## config.mk

```make
export PLATFORM = sky130hd
export DESIGN_NAME = fbc_link
export DESIGN_NICKNAME = d
export VERILOG_FILES = /design/src/fbc_uart_pkg.sv /design/src/fbc_host_pkg.sv /design/src/uart_rx.sv /design/src/msg_framer.sv /design/src/ep_out_bank.sv /design/src/uart_tx.sv /design/src/fbc_link.sv
export SDC_FILE = /design/constraint.sdc
export NUM_CORES = 1
export LEC_CHECK = 0
export BUFFER_PORTS_ARGS = -buffer_cell sky130_fd_sc_hd__buf_4
export CAP_MARGIN = 20
export CORE_ASPECT_RATIO = 0.75
export CORE_UTILIZATION = 50
export DETAILED_ROUTE_END_ITERATION = 6
export GPL_TIMING_DRIVEN = 0
export PLACE_DENSITY = 0.84
export SKIP_LAST_GASP = 1
export SLEW_MARGIN = 25
export SYNTH_ARGS = -nofsm -noshare
export SYNTH_HDL_FRONTEND = slang
export SYNTH_SLANG_ARGS = --single-unit
```

## constraint.sdc

```tcl
create_clock -name clock -period 4.05 [get_ports clock]
set_input_delay 0 -clock clock [delete_from_list [all_inputs] [get_ports clock]]
set_output_delay 0 -clock clock [all_outputs]
set_load 0.01 [all_outputs]
```

## src/fbc_uart_pkg.sv

```systemverilog
// serial timing and byte types
package fbc_uart_pkg;

	// one data byte on the serial line
	typedef logic [7:0] uart_byte_t;

	// clocks per serial bit, same width as uart_cpd
	typedef logic [9:0] bit_div_t;

	// silence that ends a message, counted in bit periods
	typedef logic [9:0] spacing_t;

	// wire-outs ep20 and ep21 carry at most four bytes
	localparam int MAX_MSG_BYTES = 4;

	// receiver fsm
	typedef enum logic [1:0] {
		RX_IDLE,
		RX_START,
		RX_DATA,
		RX_STOP
	} rx_state_t;

	// transmitter fsm
	typedef enum logic [1:0] {
		TX_IDLE,
		TX_START,
		TX_DATA,
		TX_STOP
	} tx_state_t;

endpackage

```

## src/fbc_host_pkg.sv

```systemverilog
// host wire words and register fields
package fbc_host_pkg;

	// one host wire-in or wire-out word
	typedef logic [15:0] host_word_t;

	// bytes in a finished message, 0 to 4
	typedef logic [2:0] msg_len_t;

	// wrapping event counter
	typedef logic [7:0] count_t;

	// status word ep23, bt_state sits in the top bit
	localparam int STATUS_BT_STATE_BIT = 15;

endpackage

```

## src/uart_rx.sv

```systemverilog
// serial byte receiver
`timescale 1ns/1ps

module uart_rx (
	input  logic                   clock,
	input  logic                   rst,
	input  logic                   rxd,
	input  fbc_uart_pkg::bit_div_t uart_cpd,
	output fbc_uart_pkg::uart_byte_t rx_byte,
	output logic                   rx_valid,
	output logic                   rx_error,
	output logic                   busy
);
	import fbc_uart_pkg::*;

	rx_state_t  state;
	bit_div_t   cnt;
	logic [2:0] bit_idx;
	uart_byte_t shift_q;
	// two flops against metastability on the async line
	logic       rxd_meta;
	logic       rxd_sync;

	always_ff @(posedge clock) begin
		if (rst) begin
			rxd_meta <= 1'b1;
			rxd_sync <= 1'b1;
			state <= RX_IDLE;
			cnt <= '0;
			bit_idx <= '0;
			rx_valid <= 1'b0;
			rx_error <= 1'b0;
		end else begin
			rxd_meta <= rxd;
			rxd_sync <= rxd_meta;
			// strobes last one cycle
			rx_valid <= 1'b0;
			rx_error <= 1'b0;
			cnt <= cnt + bit_div_t'(1);
			case (state)
				RX_IDLE: begin
					// falling edge of start bit
					cnt <= '0;
					if (!rxd_sync)
						state <= RX_START;
				end
				RX_START: begin
					// middle of start bit, drop glitches
					if (cnt == (uart_cpd >> 1)) begin
						cnt <= '0;
						bit_idx <= '0;
						state <= rxd_sync ? RX_IDLE : RX_DATA;
					end
				end
				RX_DATA: begin
					if (cnt == uart_cpd - bit_div_t'(1)) begin
						cnt <= '0;
						// lsb first
						shift_q <= {rxd_sync, shift_q[7:1]};
						bit_idx <= bit_idx + 3'd1;
						if (bit_idx == 3'd7)
							state <= RX_STOP;
					end
				end
				RX_STOP: begin
					if (cnt == uart_cpd - bit_div_t'(1)) begin
						// low stop bit means framing error, byte dropped
						rx_valid <= rxd_sync;
						rx_error <= !rxd_sync;
						state <= RX_IDLE;
					end
				end
				default: state <= RX_IDLE;
			endcase
		end
	end

	// shift register is complete while rx_valid is high
	assign rx_byte = shift_q;
	assign busy = (state != RX_IDLE);

	// mid-bit sampling needs at least two clocks per bit
	a_cpd_min: assert property (@(posedge clock) disable iff (rst)
		uart_cpd >= bit_div_t'(2));

endmodule

```

## src/msg_framer.sv

```systemverilog
// byte to message framer
`timescale 1ns/1ps

module msg_framer #(
	parameter int MSG_BYTES = fbc_uart_pkg::MAX_MSG_BYTES
) (
	input  logic                     clock,
	input  logic                     rst,
	input  fbc_uart_pkg::bit_div_t   uart_cpd,
	input  fbc_uart_pkg::spacing_t   uart_spacing_limit,
	input  fbc_uart_pkg::uart_byte_t rx_byte,
	input  logic                     rx_valid,
	output logic [8*MSG_BYTES-1:0]   msg_data,
	output fbc_host_pkg::msg_len_t   msg_len,
	output logic                     msg_done
);
	import fbc_uart_pkg::*;
	import fbc_host_pkg::*;

	localparam int IDX_W = (MSG_BYTES > 1) ? $clog2(MSG_BYTES) : 1;

	if (MSG_BYTES < 1 || MSG_BYTES > MAX_MSG_BYTES)
		$error("MSG_BYTES out of range");

	uart_byte_t       buf_q [MSG_BYTES];
	msg_len_t         fill;
	// silence timer, clocks inside a bit and whole bits
	bit_div_t         cyc_cnt;
	spacing_t         gap_bits;
	logic             close;
	logic [IDX_W-1:0] wr_idx;

	// full closes without waiting, else close on long enough silence
	assign close = (fill == msg_len_t'(MSG_BYTES)) ||
		((fill != '0) && (gap_bits == uart_spacing_limit));
	// byte landing on a close starts the next message at slot 0
	assign wr_idx = close ? '0 : fill[IDX_W-1:0];

	always_ff @(posedge clock) begin
		if (rx_valid)
			buf_q[wr_idx] <= rx_byte;
		// snapshot so a new byte cannot disturb the closed one
		if (close) begin
			for (int i = 0; i < MSG_BYTES; i++)
				msg_data[8*i +: 8] <= buf_q[i];
			msg_len <= fill;
		end
	end

	always_ff @(posedge clock) begin
		if (rst) begin
			fill <= '0;
			cyc_cnt <= '0;
			gap_bits <= '0;
			msg_done <= 1'b0;
		end else begin
			msg_done <= close;
			if (close)
				fill <= rx_valid ? msg_len_t'(1) : '0;
			else if (rx_valid)
				fill <= fill + msg_len_t'(1);
			// restart silence count on every byte
			if (rx_valid) begin
				cyc_cnt <= '0;
				gap_bits <= '0;
			end else if (gap_bits != uart_spacing_limit) begin
				// saturates at the limit
				if (cyc_cnt == uart_cpd - bit_div_t'(1)) begin
					cyc_cnt <= '0;
					gap_bits <= gap_bits + spacing_t'(1);
				end else begin
					cyc_cnt <= cyc_cnt + bit_div_t'(1);
				end
			end
		end
	end

	// closed message is never empty and never overfull
	a_len_range: assert property (@(posedge clock) disable iff (rst)
		msg_done |-> (msg_len != '0) && (msg_len <= msg_len_t'(MSG_BYTES)));

endmodule

```

## src/ep_out_bank.sv

```systemverilog
// host wire-out register bank
`timescale 1ns/1ps

module ep_out_bank #(
	parameter int MSG_BYTES = fbc_uart_pkg::MAX_MSG_BYTES
) (
	input  logic                     clock,
	input  logic                     rst,
	input  logic [8*MSG_BYTES-1:0]   msg_data,
	input  fbc_host_pkg::msg_len_t   msg_len,
	input  logic                     msg_done,
	input  logic                     rx_error,
	input  logic                     rx_busy,
	input  logic                     bt_state,
	output fbc_host_pkg::host_word_t ep20_wire_out,
	output fbc_host_pkg::host_word_t ep21_wire_out,
	output fbc_host_pkg::host_word_t ep22_wire_out,
	output fbc_host_pkg::host_word_t ep23_wire_out,
	output fbc_host_pkg::host_word_t ep25_wire_out
);
	import fbc_uart_pkg::*;
	import fbc_host_pkg::*;

	// busy flag just below bt_state
	localparam int RX_BUSY_BIT = STATUS_BT_STATE_BIT - 1;

	uart_byte_t [MAX_MSG_BYTES-1:0] msg_word;
	count_t                         msg_cnt;
	count_t                         err_cnt;
	host_word_t                     status;

	// bytes past the length or past MSG_BYTES read zero
	always_comb begin
		msg_word = '0;
		for (int i = 0; i < MSG_BYTES; i++)
			if (msg_len > msg_len_t'(i))
				msg_word[i] = msg_data[8*i +: 8];
	end

	always_comb begin
		status = {8'h00, err_cnt};
		status[STATUS_BT_STATE_BIT] = bt_state;
		status[RX_BUSY_BIT] = rx_busy;
	end

	always_ff @(posedge clock) begin
		if (rst) begin
			msg_cnt <= '0;
			err_cnt <= '0;
			ep20_wire_out <= '0;
			ep21_wire_out <= '0;
			ep22_wire_out <= '0;
			ep23_wire_out <= '0;
			ep25_wire_out <= '0;
		end else begin
			if (rx_error)
				err_cnt <= err_cnt + count_t'(1);
			// status follows the live levels each cycle
			ep23_wire_out <= status;
			if (msg_done) begin
				msg_cnt <= msg_cnt + count_t'(1);
				ep20_wire_out <= {msg_word[1], msg_word[0]};
				ep21_wire_out <= {msg_word[3], msg_word[2]};
				ep22_wire_out <= {5'd0, msg_len, msg_cnt + count_t'(1)};
				ep25_wire_out <= {8'h00, msg_cnt + count_t'(1)};
			end
		end
	end

endmodule

```

## src/uart_tx.sv

```systemverilog
// serial byte transmitter
`timescale 1ns/1ps

module uart_tx (
	input  logic                     clock,
	input  logic                     rst,
	input  fbc_uart_pkg::bit_div_t   uart_cpd,
	input  fbc_uart_pkg::uart_byte_t tx_data,
	input  logic                     tx_go,
	output logic                     txd
);
	import fbc_uart_pkg::*;

	tx_state_t  state;
	bit_div_t   cnt;
	logic [2:0] bit_idx;
	uart_byte_t shift_q;
	logic       go_q;
	logic       bit_end;

	assign bit_end = (cnt == uart_cpd - bit_div_t'(1));

	always_ff @(posedge clock) begin
		if (rst) begin
			state <= TX_IDLE;
			cnt <= '0;
			bit_idx <= '0;
			go_q <= 1'b0;
			txd <= 1'b1;
		end else begin
			// host level, edge found here
			go_q <= tx_go;
			cnt <= bit_end ? '0 : cnt + bit_div_t'(1);
			case (state)
				TX_IDLE: begin
					cnt <= '0;
					// edges while busy are ignored
					if (tx_go && !go_q) begin
						shift_q <= tx_data;
						txd <= 1'b0;
						state <= TX_START;
					end
				end
				TX_START: begin
					if (bit_end) begin
						// lsb out first
						txd <= shift_q[0];
						bit_idx <= '0;
						state <= TX_DATA;
					end
				end
				TX_DATA: begin
					if (bit_end) begin
						shift_q <= shift_q >> 1;
						bit_idx <= bit_idx + 3'd1;
						txd <= (bit_idx == 3'd7) ? 1'b1 : shift_q[1];
						if (bit_idx == 3'd7)
							state <= TX_STOP;
					end
				end
				TX_STOP: begin
					// stop bit already high
					if (bit_end)
						state <= TX_IDLE;
				end
				default: state <= TX_IDLE;
			endcase
		end
	end

	// line rests high between frames
	a_idle_high: assert property (@(posedge clock) disable iff (rst)
		(state == TX_IDLE) |-> txd);

endmodule

```

## src/fbc_link.sv

```systemverilog
// bluetooth to host link top
`timescale 1ns/1ps

module fbc_link #(
	parameter int MSG_BYTES = fbc_uart_pkg::MAX_MSG_BYTES
) (
	input  logic                     clock,
	input  logic                     rst,
	input  logic                     bt_state,
	input  logic                     bt_txd,
	output logic                     bt_rxd,
	output logic [7:0]               lights,
	input  fbc_uart_pkg::bit_div_t   uart_cpd,
	input  fbc_uart_pkg::spacing_t   uart_spacing_limit,
	input  fbc_host_pkg::host_word_t ep01_wire_in,
	input  fbc_host_pkg::host_word_t ep02_wire_in,
	output fbc_host_pkg::host_word_t ep20_wire_out,
	output fbc_host_pkg::host_word_t ep21_wire_out,
	output fbc_host_pkg::host_word_t ep22_wire_out,
	output fbc_host_pkg::host_word_t ep23_wire_out,
	output fbc_host_pkg::host_word_t ep25_wire_out
);
	import fbc_uart_pkg::*;
	import fbc_host_pkg::*;

	uart_byte_t           rx_byte;
	logic                 rx_valid;
	logic                 rx_error;
	logic                 rx_busy;
	logic [8*MSG_BYTES-1:0] msg_data;
	msg_len_t             msg_len;
	logic                 msg_done;

	// bt module transmits into our receiver
	uart_rx u_rx (
		.clock(clock),
		.rst(rst),
		.rxd(bt_txd),
		.uart_cpd(uart_cpd),
		.rx_byte(rx_byte),
		.rx_valid(rx_valid),
		.rx_error(rx_error),
		.busy(rx_busy)
	);

	msg_framer #(.MSG_BYTES(MSG_BYTES)) u_framer (
		.clock(clock),
		.rst(rst),
		.uart_cpd(uart_cpd),
		.uart_spacing_limit(uart_spacing_limit),
		.rx_byte(rx_byte),
		.rx_valid(rx_valid),
		.msg_data(msg_data),
		.msg_len(msg_len),
		.msg_done(msg_done)
	);

	ep_out_bank #(.MSG_BYTES(MSG_BYTES)) u_bank (
		.clock(clock),
		.rst(rst),
		.msg_data(msg_data),
		.msg_len(msg_len),
		.msg_done(msg_done),
		.rx_error(rx_error),
		.rx_busy(rx_busy),
		.bt_state(bt_state),
		.ep20_wire_out(ep20_wire_out),
		.ep21_wire_out(ep21_wire_out),
		.ep22_wire_out(ep22_wire_out),
		.ep23_wire_out(ep23_wire_out),
		.ep25_wire_out(ep25_wire_out)
	);

	// host byte out to the bt module receive pin
	uart_tx u_tx (
		.clock(clock),
		.rst(rst),
		.uart_cpd(uart_cpd),
		.tx_data(ep01_wire_in[7:0]),
		.tx_go(ep02_wire_in[0]),
		.txd(bt_rxd)
	);

	// leds are active low, show the message count
	assign lights = ~ep25_wire_out[7:0];

endmodule

```

# Word-level counts from Yosys, hierarchy flattened
# Memories as Yosys holds them, arrays and structs flattened. A register that Yosys moved wholly into a read port is not among the register bits.
# Index checks and enable logic that the tools add are counted.
# totals
mem_bits_ro	0
register_bits	154
ram_bits	32
wordCells	136
memories	1
output_inout_bits	89
latch_bits	0
input_bits	56
# mem_list
memory	words	width	read_ports	rd_clocked_by_memory_dff	write_ports	line	text
u_framer.buf_q	4	8	4	4	1	msg_framer.sv:25	uart_byte_t buf_q [MSG_BYTES];
# op_classes
addsub	10
n_bitwise	4
n_mux	41
reduce_logical	25
magnitude_cmp	4
mul	0
div	0
shifts	0
eq_ne	25
# ops
op	n
2-to-1 mux 8 bit	6
adder 10 x 1 -> 10 bit, second input constant	4
equality test 10 bit	4
2-to-1 mux 10 bit	3
case mux 10 bit (3 select lines)	1
2-to-1 mux 2 bit	12
2-to-1 mux 3 bit	6
!= test 2 x 1 -> 1 bit, second input constant	9
adder 8 x 1 -> 8 bit, second input constant	2
case mux 2 bit (4 select lines)	2
case mux 8 bit (2 select lines)	1
case mux 3 bit (2 select lines)	2
equality test 10 x 9 -> 1 bit	1
!= test 10 bit	1
AND reduction 5 bit	2
nonzero test 2 bit	5
subtractor 10 x 1 -> 10 bit, second input constant	1
adder 3 x 1 -> 3 bit, second input constant	3
equality test 3 bit, second input constant	3
AND reduction 3 bit	3
equality test 2 bit, second input constant	4
inverter 8 bit	1
AND reduction 4 bit	2
2-to-1 mux 1 bit	7
other kinds (14)	24

# Depth between registers and ports, before layout
# logic_depth
ltp_word	4
depth_mapped	11
ltp_nobuf	9

# Cells and area by module
# Synthesis repeated with hierarchy kept, for this count alone.
# unflattened
cells_unflattened	843
area_unflattened_um2	9072.5
# by_module_without_submodules
module	instances	area_each_um2	cells_per_inst	seq_area_each_um2
msg_framer	1	3587.2	260	2492.4
ep_out_bank	1	2369.8	260	1221.2
uart_rx	1	1556.5	160	620.6
uart_tx	1	1529.0	155	580.6
fbc_link	1	30.0	8	0.0

# Worst setup path before layout
# No wires, ideal clock.
# synth_path
path_type	register to register
start	register u_framer.gap_bits[4]
end	memory u_framer.buf_q[0][0] (netlist bit) (enable)
t_required_ns	3.720
arrival_time_ns	2.505
n_path_buf	0
setup_ns	0.330
path_stages_with_launch	7
path_slack_ns	1.215
period_less_slack_ns	2.835
cell_sequence	dfxtp_1 -> xor2_1 -> nor4_1 -> nand3_1 -> o21a_1 -> inv_1 -> o21a_1
# synth_between
elab_chain_cells	4
# synth_rtl
item	line	text
from (decl)	msg_framer.sv:29	spacing_t gap_bits;
from (signal assigned)	msg_framer.sv:70	gap_bits <= gap_bits + spacing_t'(1);
equality test 10 bit	msg_framer.sv:35	((fill != '0) && (gap_bits == uart_spacing_limit));
logical AND 1 bit	msg_framer.sv:35	
logical OR 1 bit	msg_framer.sv:34	assign close = (fill == msg_len_t'(MSG_BYTES)) ||
named net u_framer.close	msg_framer.sv:30	logic close;
2-to-1 mux 2 bit	msg_framer.sv:37	assign wr_idx = close ? '0 : fill[IDX_W-1:0];
to (decl)	msg_framer.sv:25	
# The timed path passes the listed nets, and every way through them passes these cells.

# Worst setup path after layout
# layout_path
start	register u_framer.gap_bits[4]
end	memory u_framer.buf_q[0][2] (netlist bit) (enable)
# The elaborated chain is that of the path after synthesis.

==> reports/metrics.yaml <==
outcome:
  status: "completed"
clocking:
  cts.path.max_buffers: 3
  numCtsBuffers: 20
  insertion_delay_ns: 0.49
  root_buffer: "clkbuf_16"
  htreeDepth: 1
  cts_tree: "built"
  cts_sinks: 204
  post-cts-setup-buffers: 0
  clk_pin_slew_worst_paths_ns: 0.06
synth:
  synth_warnings: 0
  ys_seq_area_share_pct: 55.2
  netlist.top_cell.by_area: "edfxtp_1"
  synthSimpleGateAreaFrac_pct: 15.8
  muxShareOfSynthArea_pct: 2.03
  synth_cell_types: 73
  async_reset_ff_share_pct: 0
  syn_avg_cell_area_sq_um: 11.0
  ys_top_cells_by_area: "edfxtp_1 (28%), dfxtp_1 (27%), nor2_1 (4.5%)"
  synthesis.instances: 812
  synth_fa_ha_area_share_pct: 3.23
  syn-cell-area_sq_um: 8900
  synthFlopType: "dfxtp_1"
  synth_compound_area_share_pct: 8.48
  synth_top_family_by_area: "simple AND/OR/NAND/NOR gates"
  synth_top_area_share_pct: 28.0
  synth_edf_count: 83
  synth-xor-area-share_pct: 9.82
  synth_seq_cells: 204
power_and_ir_drop:
  leakage_uw: 0.00409
  peakVddDrop_uv: 258
  powerDensity_nw_per_um2: 414
global_route:
  overflow: 0
  gr-usage-all-layers_pct: 21.7
  grt_pass1_wl_um: 31700
  antenna_found_initial: 0
  grt_max_degree: 40
  grt_pass1_vias: 6250
hold_path:
  hp-class: "in -> reg"
  hold_depth: 3
final_layout:
  fill_cells: 1338
  post-route-util_pct: 62.4
  drive_gt1_share_pct: 19.2
  fin_nets: 1037
  stdcell_count: 1208
  diodes: 0
  final_area_sq_um: 10700
  syn_to_final_growth_pct: 20.2
timing:
  finalCriticalPeriod_ns: 3.23
  fin_skew_ns: 0.0146
  grt_setup_unrepaired: "false"
  finalSetupTns_ns: 0
  max_freq_ghz: 0.309
  worst_slew_pin_slew_ns: 0.890
  setup_viol: 0
  hold_viol: 0
  fin_crit_sh_pct: 79.9
  slew_violations: 0
  slew_headroom_pct: 39.9
route:
  drt_iter0_drc: 425
  vias: 6416
  drtPass1Iterations: 5
  vias_per_cell: 5.31
  drt-total-wl_um: 19800
  drc: 0
  wl_per_cell_um: 16.4
  postRouteAntennaNets: 0
critical_path:
  crit_fanout: 39
  reg2reg_depth: 6
  critical_path_required_ns: 4.17
  endpoint_kind: "flop"
  arrival_ns: 3.36
  crit_type: "reg -> reg"
  startpoint_type: "flop"
floorplan:
  coreArea_sq_um: 17100
  dieArea_sq_um: 18300
  dieHeight_um: 118
  row_count: 41
  die_w_um: 156
  pin_count: 145
  start_util_pct: 51.9
placed_design:
  dp_hpwl_um: 13900
  io_buffers: 95
  place_congestion: 0.894
  dp.cells: 1161
  dpl_cell_area_sq_um: 9980
job:
  cap_violations: 0
[metrics by stage]
| stage | setup slack, ns | power (uW) | hold slack [ns] |
|---|---|---|---|
| final | 0.816 | 4430 | 0.245 |
| after global routing | 0.639 | 4590 | 0.271 |
| after CTS | 0.763 | 4450 | 0.214 |
| after detailed placement | 0.777 | 2710 | 0.202 |
| after global placement | 0.367 | 2700 | 0.206 |
| after floorplan | 1.21 | 2590 | 0.104 |
[path summary, 6_finish.rpt]
kind	start	endpoint	slack, ns
min	rst	u_bank.ep23_wire_out[4]$_SDFF_PP0_	0.24
max reg2reg	u_framer.gap_bits[4]$_SDFFE_PP0P_	u_framer.buf_q[0][2]$_DFFE_PP_	0.82
min reg2reg	u_framer.buf_q[3][6]$_DFFE_PP_	u_framer.msg_data[30]$_DFFE_PN_	0.41
max	u_framer.gap_bits[4]$_SDFFE_PP0P_	u_framer.buf_q[0][2]$_DFFE_PP_	0.82
[registers in the layout, indices dropped and copies added, names as in the netlist, 4 cells and up, named ones only]
name and flops:
u_tx.shift_q 8, u_rx.cnt 10, u_framer.buf_q 32, u_bank.msg_cnt 7, u_bank.ep20_wire_out 16, u_bank.err_cnt 8, u_bank.ep23_wire_out 10, u_framer.cyc_cnt 10
u_tx.cnt 10, u_framer.gap_bits 10, u_framer.msg_data 32, u_rx.rx_byte 8, u_bank.ep22_wire_out 4, u_bank.ep21_wire_out 16
[layout by cell type (no fill, tap or decap), drive strengths merged, types with 13 or more instances in the layout]
master,synthesis,routed
nand4,18,18
nor3,13,13
nor2,109,109
a22oi,24,24
edfxtp,83,83
and3,13,13
a21oi,24,24
nand2,46,46
xnor2,40,40
buf,38,133
xor2,39,39
conb,1,19
dfxtp,121,121
inv,29,30
o21ai,22,22
ha,23,23
clkbuf,26,55
nand3,21,21
[layer usage]
metal | track usage, % | share of wire, %
met1 | 30.1 | 46
met2 | 34.8 | 46
met3 | 4.05 | 6.6
met4 | 6.07 | 2.0
met5 | 0 | 0
[cell type report]
class	instances	area [sq um]	area share (%)
Tap cell	236	295	2.76
Buffer	64	362	3.38
Clock buffer	29	566	5.29
Clock inverter	7	42.5	0.398
Sequential cell	204	4910	45.9
Inverter	31	116	1.09
Timing Repair Buffer	106	823	7.70
Multi-Input combinational cell	531	3580	33.4
[cell families after synthesis]
logic type	Yosys count
buffers and inverters	95
XOR/XNOR	87
adder cells (fa/ha/maj)	23
multiplexers	17
other	1
AND/OR/NAND/NOR	276
AO/OA/AOI/OAI	109
flip-flops	204
[synthesized netlist by cell type (18+ instances only)]
cell type and instances:
ha_1 23, nor2_1 107, a21oi_1 24, inv_1 29, xor2_1 39, xnor2_1 40
o21ai_0 18, a22oi_1 24, nand4_1 18, dfxtp_1 121, nand2_1 46, nand3_1 20
buf_4 27, edfxtp_1 83, clkbuf_1 26
[power by group]
part	switching [uW]	leakage (uW)	internal, uW
registers	36.6	0.00173	2180
logic	266	0.00206	202
clock network	760	0.000292	977
total	1060	0.00409	3360
[critical path, stage by stage, from the launching register on]
cell and delay (ns):
dfxtp_1 0.36, xor2_1 0.18, nor4_1 0.44, nand3_1 0.37, o21a_1 0.33, inv_2 0.64, o21a_1 0.55
[what timing repair did]
action	4_1_cts	5_1_grt
resized for setup	0	0
endpoints found under the hold margin	11	0
hold buffers	11	0
No activity file was read; power rests on OpenSTA's default activity.
